<file path="config.mk">
export PLATFORM = sky130hd
export DESIGN_NAME = idecode
export DESIGN_NICKNAME = d
export VERILOG_FILES = /design/src/flow_pkg.sv /design/src/isa_pkg.sv /design/src/decode_if.sv /design/src/idecode.sv /design/src/flow_ctrl.sv /design/src/operand_assembler.sv /design/src/opcode_decoder.sv
export SDC_FILE = /design/constraint.sdc
export NUM_CORES = 1
export LEC_CHECK = 0
export BUFFER_PORTS_ARGS = -buffer_cell sky130_fd_sc_hd__buf_2
export CAP_MARGIN = 20
export CORE_ASPECT_RATIO = 1.5
export CORE_MARGIN = 2
export CORE_UTILIZATION = 45
export CTS_CLUSTER_SIZE = 20
export DETAILED_ROUTE_END_ITERATION = 6
export PLACE_DENSITY_LB_ADDON = 0.05
export SYNTH_ARGS = -nofsm -noshare
export SYNTH_HDL_FRONTEND = slang
export SYNTH_SLANG_ARGS = --single-unit
</file>
<file path="constraint.sdc">
create_clock -name clk -period 1.65 [get_ports clk]
set_clock_uncertainty 0.1 [all_clocks]
set_input_delay 0.0825 -clock clk [delete_from_list [all_inputs] [get_ports clk]]
set_output_delay 0.0825 -clock clk [all_outputs]
set_load 0.02 [all_outputs]
</file>
<file path="src/flow_pkg.sv">
// flow_pkg: program flow definitions
// control/status register bit positions and decoder to flow controller requests
package flow_pkg;

    typedef logic [7:0] sr_t;    // status register
    typedef logic [7:0] cr_t;    // control register

    // control register
    localparam int CR_BCZ_BIT  = 0;    // branch if Z
    localparam int CR_BCNZ_BIT = 1;    // branch if NZ

    // status register
    localparam int SR_NZ_BIT = 2;
    localparam int SR_Z_BIT  = 3;

    typedef enum logic [2:0] {
        FLOW_NONE,
        FLOW_RET,
        FLOW_HALT,
        FLOW_RST,
        FLOW_SET_BCZ,
        FLOW_SET_BCNZ,
        FLOW_CLR_BC
    } flow_op_t;

endpackage

</file>
<file path="src/isa_pkg.sv">
// isa_pkg: instruction byte encoding of the 8-bit CPU
// field types, execute operation codes and operand kinds for the decoder
package isa_pkg;

    localparam int ADDR_W    = 11;
    localparam int ADDR_HI_W = 3;

    typedef logic [7:0]           inst_t;
    typedef logic [1:0]           reg_idx_t;
    typedef logic [ADDR_W-1:0]    addr_t;
    typedef logic [ADDR_HI_W-1:0] addr_hi_t;    // bits 2:0 of a first byte

    typedef enum logic [2:0] {
        CTRL = 3'd0, ADD = 3'd1, SUB = 3'd2, AND = 3'd3,
        OR   = 3'd4, XOR = 3'd5, LD  = 3'd6, ST  = 3'd7
    } base_op_t;                                 // bits 7:5

    typedef enum logic [1:0] {
        MISC = 2'd0, USR = 2'd1, JMP = 2'd2, CALL = 2'd3
    } ctrl_sub_t;                                // bits 4:3 under CTRL

    typedef enum logic [2:0] {
        NOP = 3'd0, RET = 3'd1, HALT = 3'd2, RST = 3'd3,
        SET_BCZ = 3'd4, SET_BCNZ = 3'd5, CLR_BC = 3'd6
    } misc_op_t;                                 // 7 is illegal

    typedef enum logic [3:0] {
        EXEC_NOP = 4'd0, EXEC_IDLE = 4'd1,
        ALU_ADD  = 4'd2, ALU_SUB = 4'd3, ALU_AND = 4'd4, ALU_OR = 4'd5, ALU_XOR = 4'd6,
        MEM_RD   = 4'd7, MEM_WR  = 4'd8,
        OP_JMP   = 4'd9, OP_CALL = 4'd10, OP_RET = 4'd11
    } exec_op_t;

    typedef enum logic [1:0] {
        OPK_IMM, OPK_MEM, OPK_JMP, OPK_CALL
    } operand_kind_t;                            // meaning of the pending second byte

    // ALU base operation to its execute code
    function automatic exec_op_t alu_exec_op(input base_op_t base);
        case (base)
            ADD:     return ALU_ADD;
            SUB:     return ALU_SUB;
            AND:     return ALU_AND;
            OR:      return ALU_OR;
            XOR:     return ALU_XOR;
            default: return EXEC_NOP;
        endcase
    endfunction

endpackage
</file>
<file path="src/decode_if.sv">
// decode_if: strobes and values shared by the decoder peers
// no handshake, every signal is a one-cycle strobe or qualified by one
`timescale 1ns/1ns

interface decode_if
    import isa_pkg::*, flow_pkg::*;
();

    logic          operand_stb;     // current inst is a second byte
    operand_kind_t operand_kind;
    addr_hi_t      addr_hi;
    flow_op_t      flow_op;         // misc request, one cycle
    logic          jump_req;
    logic          call_req;

    modport decoder (output operand_stb, operand_kind, addr_hi, flow_op);

    modport assembler (
        input  operand_stb, operand_kind, addr_hi,
        output jump_req, call_req
    );

    modport flow (input flow_op, jump_req, call_req);

endinterface

</file>
<file path="src/idecode.sv">
// idecode: instruction decoder of the 8-bit CPU
// joins opcode decoder, operand assembler and flow controller
`timescale 1ns/1ns

module idecode (
    input  logic        clk,
    input  logic        reset_,
    input  logic        decode_en,
    input  logic [7:0]  inst,
    input  logic [7:0]  sr,          // status register
    output logic [3:0]  exec_ctrl,
    output logic [1:0]  src0_reg,
    output logic [1:0]  src1_reg,
    output logic [1:0]  dst_reg,
    output logic        src0_rd_en,
    output logic        src1_rd_en,
    output logic        exec_en,
    output logic        exec_imm_val_vld,
    output logic [7:0]  exec_imm_val,
    output logic [10:0] exec_addr,
    output logic        fetch_en,
    output logic        call,
    output logic        branch,
    output logic        ret,
    output logic        soft_rst,
    output logic        halted
);

    decode_if dif ();

    opcode_decoder i_opcode_decoder (
        .clk        (clk),
        .reset_     (reset_),
        .decode_en  (decode_en),
        .inst       (inst),
        .dif        (dif.decoder),
        .exec_ctrl  (exec_ctrl),
        .src0_reg   (src0_reg),
        .src1_reg   (src1_reg),
        .dst_reg    (dst_reg),
        .src0_rd_en (src0_rd_en),
        .src1_rd_en (src1_rd_en),
        .exec_en    (exec_en)
    );

    operand_assembler i_operand_assembler (
        .clk              (clk),
        .reset_           (reset_),
        .decode_en        (decode_en),
        .inst             (inst),
        .dif              (dif.assembler),
        .exec_imm_val     (exec_imm_val),
        .exec_imm_val_vld (exec_imm_val_vld),
        .exec_addr        (exec_addr)
    );

    flow_ctrl i_flow_ctrl (
        .clk      (clk),
        .reset_   (reset_),
        .sr       (sr),
        .dif      (dif.flow),
        .fetch_en (fetch_en),
        .call     (call),
        .branch   (branch),
        .ret      (ret),
        .soft_rst (soft_rst),
        .halted   (halted)
    );

endmodule

</file>
<file path="src/flow_ctrl.sv">
// flow_ctrl: control register and program flow pulses
// evaluates branch condition against status, drives fetch enable
`timescale 1ns/1ns

module flow_ctrl
    import flow_pkg::*;
(
    input  logic clk,
    input  logic reset_,
    input  sr_t  sr,
    decode_if.flow dif,
    output logic fetch_en,
    output logic call,
    output logic branch,
    output logic ret,
    output logic soft_rst,
    output logic halted
);

    cr_t  cr;
    logic take;    // branch condition met

    // unconditional when no condition bit is set
    assign take = !(cr[CR_BCZ_BIT] || cr[CR_BCNZ_BIT])
               || (cr[CR_BCNZ_BIT] && sr[SR_NZ_BIT])
               || (cr[CR_BCZ_BIT] && sr[SR_Z_BIT]);

    always_ff @(posedge clk) begin
        if (!reset_) begin
            cr       <= '0;
            fetch_en <= 1'b1;
            call     <= 1'b0;
            branch   <= 1'b0;
            ret      <= 1'b0;
            soft_rst <= 1'b0;
            halted   <= 1'b0;
        end else begin
            branch   <= dif.jump_req && take;
            call     <= dif.call_req && take;
            ret      <= dif.flow_op == FLOW_RET;
            halted   <= dif.flow_op == FLOW_HALT;
            soft_rst <= dif.flow_op == FLOW_RST;

            if (dif.jump_req || dif.call_req)
                fetch_en <= 1'b1;               // resume fetch at target
            else if (dif.flow_op == FLOW_RET || dif.flow_op == FLOW_HALT)
                fetch_en <= 1'b0;

            case (dif.flow_op)
                FLOW_SET_BCZ: begin
                    cr[CR_BCZ_BIT]  <= 1'b1;
                    cr[CR_BCNZ_BIT] <= 1'b0;
                end
                FLOW_SET_BCNZ: begin
                    cr[CR_BCZ_BIT]  <= 1'b0;
                    cr[CR_BCNZ_BIT] <= 1'b1;
                end
                FLOW_CLR_BC: begin
                    cr[CR_BCZ_BIT]  <= 1'b0;
                    cr[CR_BCNZ_BIT] <= 1'b0;
                end
                default: ;
            endcase
        end
    end

    a_cr_excl: assert property (@(posedge clk) disable iff (!reset_)
        !(cr[CR_BCZ_BIT] && cr[CR_BCNZ_BIT]))
        else $error("both branch condition bits set");

endmodule

</file>
<file path="src/operand_assembler.sv">
// operand_assembler: second instruction byte handling
// builds the immediate value or the 11-bit address, requests jumps and calls
`timescale 1ns/1ns

module operand_assembler
    import isa_pkg::*;
(
    input  logic  clk,
    input  logic  reset_,
    input  logic  decode_en,
    input  inst_t inst,
    decode_if.assembler dif,
    output inst_t exec_imm_val,
    output logic  exec_imm_val_vld,
    output addr_t exec_addr
);

    logic first_byte;    // decoder consumed a first byte

    assign first_byte = decode_en && !dif.operand_stb;

    always_ff @(posedge clk) begin
        if (!reset_) begin
            exec_imm_val_vld <= 1'b0;
            dif.jump_req     <= 1'b0;
            dif.call_req     <= 1'b0;
        end else begin
            dif.jump_req <= dif.operand_stb && dif.operand_kind == OPK_JMP;
            dif.call_req <= dif.operand_stb && dif.operand_kind == OPK_CALL;
            if (dif.operand_stb && dif.operand_kind == OPK_IMM)
                exec_imm_val_vld <= 1'b1;
            else if (first_byte)
                exec_imm_val_vld <= 1'b0;       // held until next instruction
        end
    end

    always_ff @(posedge clk) begin
        if (dif.operand_stb) begin
            if (dif.operand_kind == OPK_IMM)
                exec_imm_val <= inst;
            else
                exec_addr <= {dif.addr_hi, inst};   // mem, jmp and call targets
        end
    end

    a_one_req: assert property (@(posedge clk) disable iff (!reset_)
        !(dif.jump_req && dif.call_req))
        else $error("jump and call requested together");

endmodule

</file>
<file path="src/opcode_decoder.sv">
// opcode_decoder: classifies first instruction bytes
// registers execute controls and tracks the pending operand byte
`timescale 1ns/1ns

module opcode_decoder
    import isa_pkg::*, flow_pkg::*;
(
    input  logic     clk,
    input  logic     reset_,
    input  logic     decode_en,
    input  inst_t    inst,
    decode_if.decoder dif,
    output exec_op_t exec_ctrl,
    output reg_idx_t src0_reg,
    output reg_idx_t src1_reg,
    output reg_idx_t dst_reg,
    output logic     src0_rd_en,
    output logic     src1_rd_en,
    output logic     exec_en
);

    logic          pending;         // next byte is an operand
    logic          first_stb;
    base_op_t      base;
    ctrl_sub_t     sub;
    misc_op_t      misc;
    logic          imm_flag;

    exec_op_t      nxt_op;
    logic          nxt_rd0;
    logic          nxt_rd1;
    logic          nxt_pend;
    operand_kind_t nxt_kind;
    flow_op_t      nxt_flow;
    logic          ld_src0;
    logic          ld_src1;
    logic          ld_dst;
    reg_idx_t      src0_sel;
    reg_idx_t      dst_sel;

    assign first_stb       = decode_en && !pending;
    assign dif.operand_stb = decode_en && pending;

    assign base     = base_op_t'(inst[7:5]);
    assign sub      = ctrl_sub_t'(inst[4:3]);
    assign misc     = misc_op_t'(inst[2:0]);
    assign imm_flag = inst[4];

    always_comb begin
        nxt_op   = EXEC_NOP;
        nxt_rd0  = 1'b0;
        nxt_rd1  = 1'b0;
        nxt_pend = 1'b0;
        nxt_kind = OPK_IMM;
        nxt_flow = FLOW_NONE;
        ld_src0  = 1'b0;
        ld_src1  = 1'b0;
        ld_dst   = 1'b0;
        src0_sel = inst[3:2];
        dst_sel  = inst[1:0];
        case (base)
            CTRL: begin
                case (sub)
                    MISC: begin
                        case (misc)
                            RET: begin
                                nxt_op   = OP_RET;
                                nxt_flow = FLOW_RET;
                            end
                            HALT:    nxt_flow = FLOW_HALT;
                            RST:     nxt_flow = FLOW_RST;
                            SET_BCZ: begin
                                nxt_op   = EXEC_IDLE;
                                nxt_flow = FLOW_SET_BCZ;
                            end
                            SET_BCNZ: begin
                                nxt_op   = EXEC_IDLE;
                                nxt_flow = FLOW_SET_BCNZ;
                            end
                            CLR_BC: begin
                                nxt_op   = EXEC_IDLE;
                                nxt_flow = FLOW_CLR_BC;
                            end
                            default: ;            // nop
                        endcase
                    end
                    JMP: begin
                        nxt_op   = OP_JMP;
                        nxt_pend = 1'b1;
                        nxt_kind = OPK_JMP;
                    end
                    CALL: begin
                        nxt_op   = OP_CALL;
                        nxt_pend = 1'b1;
                        nxt_kind = OPK_CALL;
                    end
                    default: ;                    // usr group runs as nop
                endcase
            end
            ADD, SUB, AND, OR, XOR: begin
                nxt_op  = alu_exec_op(base);
                ld_src0 = 1'b1;
                ld_dst  = 1'b1;
                nxt_rd0 = 1'b1;
                if (imm_flag) begin
                    nxt_pend = 1'b1;              // src1 comes from the next byte
                end else begin
                    ld_src1 = 1'b1;
                    nxt_rd1 = 1'b1;
                end
            end
            LD: begin
                nxt_op   = MEM_RD;
                ld_dst   = 1'b1;
                dst_sel  = inst[4:3];
                nxt_pend = 1'b1;
                nxt_kind = OPK_MEM;
            end
            default: begin                        // st
                nxt_op   = MEM_WR;
                ld_src0  = 1'b1;
                src0_sel = inst[4:3];
                nxt_rd0  = 1'b1;
                nxt_pend = 1'b1;
                nxt_kind = OPK_MEM;
            end
        endcase
    end

    always_ff @(posedge clk) begin
        if (!reset_) begin
            pending     <= 1'b0;
            exec_ctrl   <= EXEC_NOP;
            exec_en     <= 1'b0;
            src0_rd_en  <= 1'b0;
            src1_rd_en  <= 1'b0;
            dif.flow_op <= FLOW_NONE;
        end else begin
            exec_en     <= first_stb;
            src0_rd_en  <= first_stb && nxt_rd0;
            src1_rd_en  <= first_stb && nxt_rd1;
            dif.flow_op <= first_stb ? nxt_flow : FLOW_NONE;
            if (decode_en) begin
                pending   <= !pending && nxt_pend;
                exec_ctrl <= pending ? EXEC_NOP : nxt_op;   // operand byte idles execute
            end
        end
    end

    // register fields and operand context only change on a first byte
    always_ff @(posedge clk) begin
        if (first_stb) begin
            if (ld_src0)
                src0_reg <= src0_sel;
            if (ld_src1)
                src1_reg <= inst[1:0];
            if (ld_dst)
                dst_reg <= dst_sel;
            if (nxt_pend) begin
                dif.operand_kind <= nxt_kind;
                dif.addr_hi      <= inst[2:0];
            end
        end
    end

    a_legal_ctrl: assert property (@(posedge clk) disable iff (!reset_)
        first_stb && base == CTRL |-> sub != USR && !(sub == MISC && inst[2:0] == 3'd7))
        else $error("illegal or usr control byte decoded");

    // an operand byte never coincides with a misc request to the flow controller
    a_stb_no_flow: assert property (@(posedge clk) disable iff (!reset_)
        dif.operand_stb |-> dif.flow_op == FLOW_NONE)
        else $error("operand strobe with pending flow request");

endmodule

</file>
======== After elaboration in Yosys (flattened, before gate mapping) ========
Index checks and enable logic that the tools add are counted.
operators by class
  eq/ne operators ......................... 22
  multiplexer cells ....................... 20
  bitwise operators ....................... 3
  reductions and logical operators ........ 40
operator list
  operator                                       count
  == test 3 bit, second input constant           9
  one-hot mux 4 bit (3 select lines)             2
  == test 3 x 2 -> 1 bit, second input constant  6
  one-hot mux 3 bit (6 select lines)             1
  one-hot mux 3 bit (5 select lines)             1
  logical AND 1 bit                              13
  AND reduction 2 bit                            6
  == test 3 x 1 -> 1 bit, second input constant  3
  == test 2 bit, second input constant           4
  two-way mux 1 bit                              8
  one-hot mux 2 bit (2 select lines)             2
  one-hot mux 4 bit (2 select lines)             1
  OR reduction 7 bit                             1
  one-hot mux 2 bit (3 select lines)             1
  OR reduction 2 bit                             3
  OR reduction 6 bit                             1
  logical OR 1 bit                               5
  OR reduction 5 bit                             1
  logical NOT 2 bit                              2
  two-way mux 2 bit                              2
  two-way mux 4 bit                              1
  AND reduction 4 bit                            1
  logical NOT 1 bit                              3
  logical NOT 3 bit                              1
  5 further kinds                                7
storage, ports and cells
  logic and storage cells ................. 108
  bits of input ports ..................... 19
  flip-flop bits (word level) ............. 52

======== Depth between registers and ports, before layout ========
  depth in word-level cells ............... 6
  depth in mapped cells ................... 5
  mapped depth without buffers ............ 5

======== Hierarchy ========
A second synthesis with hierarchy kept.
unflattened totals
  cells, all modules ...................... 155
  area, all modules ....................... 2011.9 sq um
modules (own cells, without submodules)
  module             seq. area each (sq um)  cells each  times used  area an instance (sq um)
  opcode_decoder     550.5                   94          1           1013.5
  operand_assembler  630.6                   32          1           691.9
  flow_ctrl          160.2                   29          1           306.5

======== Worst setup path before layout ========
No wires, ideal clock.
  kind .................................... reg2reg
  start ................................... register i_opcode_decoder.dif.operand_kind[1]
  end ..................................... register i_operand_assembler.exec_imm_val[0] (enable)
  clock period less this slack ............ 1.604 ns
  required time ........................... 1.164 ns
  path buffers ............................ 0
  data arrival time ....................... 1.119 ns
  path slack .............................. 0.046 ns
  cell stages (with the launch flop) ...... 2
  cell sequence ........................... edfxtp_1 -> nor3_1
between the ends
  longest elaborated chain between the ends .. 2
ends and longest elaborated chain
  element                        RTL line                 text
  start, declared                decode_if.sv:16          modport decoder (output operand_stb, operand_kind, addr_hi, flow_op);
  start signal, assigned         opcode_decoder.sv:160    dif.operand_kind <= nxt_kind;
  logical NOT 2 bit              operand_assembler.sv:39  if (dif.operand_kind == OPK_IMM)
  AND reduction 2 bit (no line)  -
  end signal, assigned           operand_assembler.sv:40  exec_imm_val <= inst;
  end, declared                  operand_assembler.sv:13  output inst_t exec_imm_val,
No other way between the ends.
A chain may end at the register's enable or synchronous reset.

======== Worst setup path after layout ========
  start ................................... register i_opcode_decoder.pending
  end ..................................... register i_opcode_decoder.dif.flow_op[1]
between the ends
  longest elaborated chain between the ends .. 3
ends and longest elaborated chain
  element                        RTL line               text
  start, declared                opcode_decoder.sv:22   logic pending;
  start signal, assigned         opcode_decoder.sv:144  pending <= !pending && nxt_pend;
  logical NOT 1 bit              opcode_decoder.sv:41   assign first_stb = decode_en && !pending;
  logical AND 1 bit              opcode_decoder.sv:41
  AND reduction 4 bit (no line)  -
  end signal, assigned           opcode_decoder.sv:142  dif.flow_op <= first_stb ? nxt_flow : FLOW_NONE;
  end, declared                  decode_if.sv:16
No other way between the ends.

==> flow_summary.json <==
{
  "path_max_fanout": 4,
  "netlist_area_sq_mm": 0.00189,
  "fin_cells": 258,
  "synth_seq_area_share": 0.709,
  "endpoint_kind": "register",
  "whs_ps": 32.1,
  "synth_cell_types": 34,
  "cp_top_family": "simple AND/OR/NAND/NOR gates",
  "period_share": 0.886,
  "synth-compound-area-share": 0.0754,
  "drc": 0,
  "setup_viol": 0,
  "synth_top_family_by_area": "simple AND/OR/NAND/NOR gates",
  "cap_violations": 0,
  "wl_um": 3700,
  "place_area_sq_mm": 0.00222,
  "dieHeight_um": 83.4,
  "final_area_sq_mm": 0.00236,
  "grt_first_pass_wirelength_um": 5980,
  "numPortBuffers": 51,
  "drt_pre_antenna_iters": 4,
  "cp_slowest_cell": "dfxtp_1",
  "synthAdderAreaFrac": 0,
  "tightest_slew_ps": 318,
  "cts_buffer_depth": 2,
  "synth.avg_cell_area_sq_um": 12.5,
  "core_area_sq_mm": 0.00399,
  "hpwl_um": 2700,
  "cts-htree-levels": 2,
  "worst_r2r_endpoint": "i_opcode_decoder.dif.flow_op[1]",
  "wl_per_cell_um": 14.3,
  "grt_max_degree": 16,
  "drv_slew": 0,
  "ys_seq_elements": 52,
  "rows": 28,
  "reg_top3": "i_operand_assembler.exec_addr (11), i_operand_assembler.exec_imm_val (8), i_opcode_decoder.exec_ctrl (4)",
  "fmax_mhz": 684,
  "hold_path_class": "in -> reg",
  "nets": 231,
  "crit_chain": "nand3b_1 -> inv_2 -> nand2_1 -> nor3_1 -> and3_1",
  "r2r-start": "i_opcode_decoder.pending",
  "vias_per_cell": 5.18,
  "synthSimpleGateAreaFrac": 0.163,
  "cts.clk_slew.worst_paths_ps": 90,
  "place.gp.congestion": 0.833,
  "cp.arrival_ps": 1600,
  "largest_reg_flops": 11,
  "cts_made_buffers": 5,
  "grtUsageTotal": 0.164,
  "synth_mux_area_frac": 0.0179,
  "finalPower_w": 0.00255,
  "syn2layout_area_growth_pct": 24.9,
  "syn_inst": 151,
  "drtIter0Drc": 22,
  "grt_overflow_total": 0,
  "crit_type": "reg -> reg",
  "cts-root-buf": "clkbuf_8",
  "diodes": 0,
  "clock_latency_ps": 300,
  "setup_tns_ps": 0,
  "powerDensity_mw_per_mm2": 1080,
  "grt_pass1_vias": 1329,
  "whs_endpoint": "i_operand_assembler.exec_imm_val[3]",
  "synth_xor_area_frac": 0.00926,
  "cts_tree": "done",
  "route.vias.total": 1336,
  "grt_setup_unrepaired": "no",
  "dp.cells": 249,
  "fp.dieW_um": 56.9,
  "r2r_cells": 5,
  "path_buf_inv": 1,
  "postRouteAntennaNets": 0,
  "cts_sinks": 52,
  "antenna_found_initial": 0,
  "status": "finished, final reports clean",
  "max-slew-margin-rel": 0.786,
  "fp.dieArea_sq_mm": 0.00475,
  "p_leak_nw": 0.975,
  "synthesis.nets": 170,
  "min_from": "inst[3]",
  "start_util": 0.474,
  "fillers": 371,
  "io_pins": 58,
  "hold_depth": 1,
  "ir_worst_vdd_uv": 862,
  "crit_required_ps": 1790,
  "ys_warn_count": 0,
  "drive_gt1_frac": 0.338,
  "rrSetupSlack_ps": 190,
  "crit_path_start_kind": "register",
  "regMostFlops": "i_operand_assembler.exec_addr",
  "hold_viol": 0,
  "cpPeakStageDelay_ps": 340,
  "period_minus_slack_ps": 1460
}
## Yosys cell counts
| master | number | area share |
|---|---|---|
| o211ai_1 | 1 | 0.0040 |
| a22oi_1 | 1 | 0.0040 |
| nand3_1 | 3 | 0.0079 |
| and2b_1 | 1 | 0.0040 |
| or2_4 | 1 | 0.0046 |
| nand3b_1 | 1 | 0.0040 |
| a32o_1 | 1 | 0.0053 |
| a2111oi_4 | 1 | 0.015 |
| nor2_1 | 20 | 0.040 |
| o21ai_1 | 1 | 0.0026 |
| o221ai_1 | 1 | 0.0046 |
| and2_1 | 2 | 0.0066 |
| nand2_1 | 18 | 0.036 |
| dfxtp_1 | 22 | 0.23 |
| a2111oi_1 | 1 | 0.0053 |
| buf_6 | 1 | 0.0060 |
| o21ai_0 | 3 | 0.0079 |
| xnor2_1 | 1 | 0.0046 |
| edfxtp_1 | 30 | 0.48 |
| a21oi_1 | 6 | 0.016 |
| inv_1 | 5 | 0.0099 |
| nor2b_1 | 6 | 0.020 |
| nand4_1 | 1 | 0.0033 |
| clkbuf_1 | 2 | 0.0040 |
| buf_4 | 1 | 0.0040 |
| o22ai_1 | 1 | 0.0033 |
| nor3_1 | 4 | 0.011 |
| o21a_1 | 2 | 0.0079 |
| inv_2 | 1 | 0.0020 |
| and3_1 | 5 | 0.017 |
| nand2b_1 | 2 | 0.0066 |
| xor2_1 | 1 | 0.0046 |
| mux2_2 | 3 | 0.018 |
| or3_1 | 1 | 0.0033 |
## layout make-up
cell class	count	area, sq um	area share
Inverter	6	22.5	0.00953
Tap cell	45	56.3	0.0238
Sequential cell	52	1340	0.567
Multi-Input combinational cell	89	507	0.214
Clock inverter	1	30.0	0.0127
Clock buffer	7	96.3	0.0408
Timing Repair Buffer	58	310	0.131
## cells by family after synthesis
family | after synthesis
multiplexers | 3
XOR/XNOR | 2
buffers and inverters | 10
flip-flops | 52
AND/OR/NAND/NOR | 65
AO/OA/AOI/OAI | 19
## repair_timing
action / CTS / global route
hold buffers: 1 / 0
setup endpoints to repair: 0 / 1
buffers inserted: 0 / 0
gates resized for setup: 0 / 1
endpoints found under the hold margin: 4 / 0
## layer usage
layer	wire [um]	global-route usage	vias to the layer above
met2	1960	0.289	47
met3	209	0.0405	5
met5	0	0	-
met4	56	0.0740	0
met1	1470	0.180	639
li1	-	-	645
## through the flow
stage	worst slack, ps	utilization
3_3_place_gp	315	0.556
5_1_grt	81.7	0.592
3_5_place_dp	271	0.556
6_report	188	0.592
2_1_floorplan	45.7	-
4_1_cts	115	0.591
## how the worst max path moves through the flow
stage / endpoint / start / depth (start not counted) / slack [ps]
floorplan: i_operand_assembler.exec_imm_val[0] / i_opcode_decoder.dif.operand_kind[1] / 1 / 50
global placement: i_operand_assembler.exec_imm_val[3] / i_opcode_decoder.dif.operand_kind[1] / 2 / 310
detailed placement: i_opcode_decoder.dif.flow_op[0] / i_opcode_decoder.pending / 5 / 270
CTS: i_opcode_decoder.exec_ctrl[0] / inst[0] / 6 / 110
global route: i_opcode_decoder.dif.flow_op[1] / i_opcode_decoder.pending / 5 / 80
finish: i_opcode_decoder.dif.flow_op[1] / i_opcode_decoder.pending / 5 / 190
## report_power, final
group	switching, W	internal [W]	leakage, nW
clock network	0.000389	0.000535	0.0645
logic	0.000134	0.0000732	0.456
registers	0.0000125	0.00141	0.455
total	0.000536	0.00202	0.975
## worst reg2reg max path, stage by stage (launching register included)
cell,delay (ps)
dfxtp_1,340
nand3b_1,270
inv_2,120
nand2_1,80
nor3_1,270
and3_1,230
## cell usage in the layout (no fill, tap or decap), types with 6 or more instances in the layout
master     n
buf_4      6
nor2b_1    6
dfxtp_1   22
nor2_1    20
a21oi_1    6
buf_2     51
nand2_1   18
clkbuf_8   7
edfxtp_1  30
No activity file was read; power rests on OpenSTA's default activity.
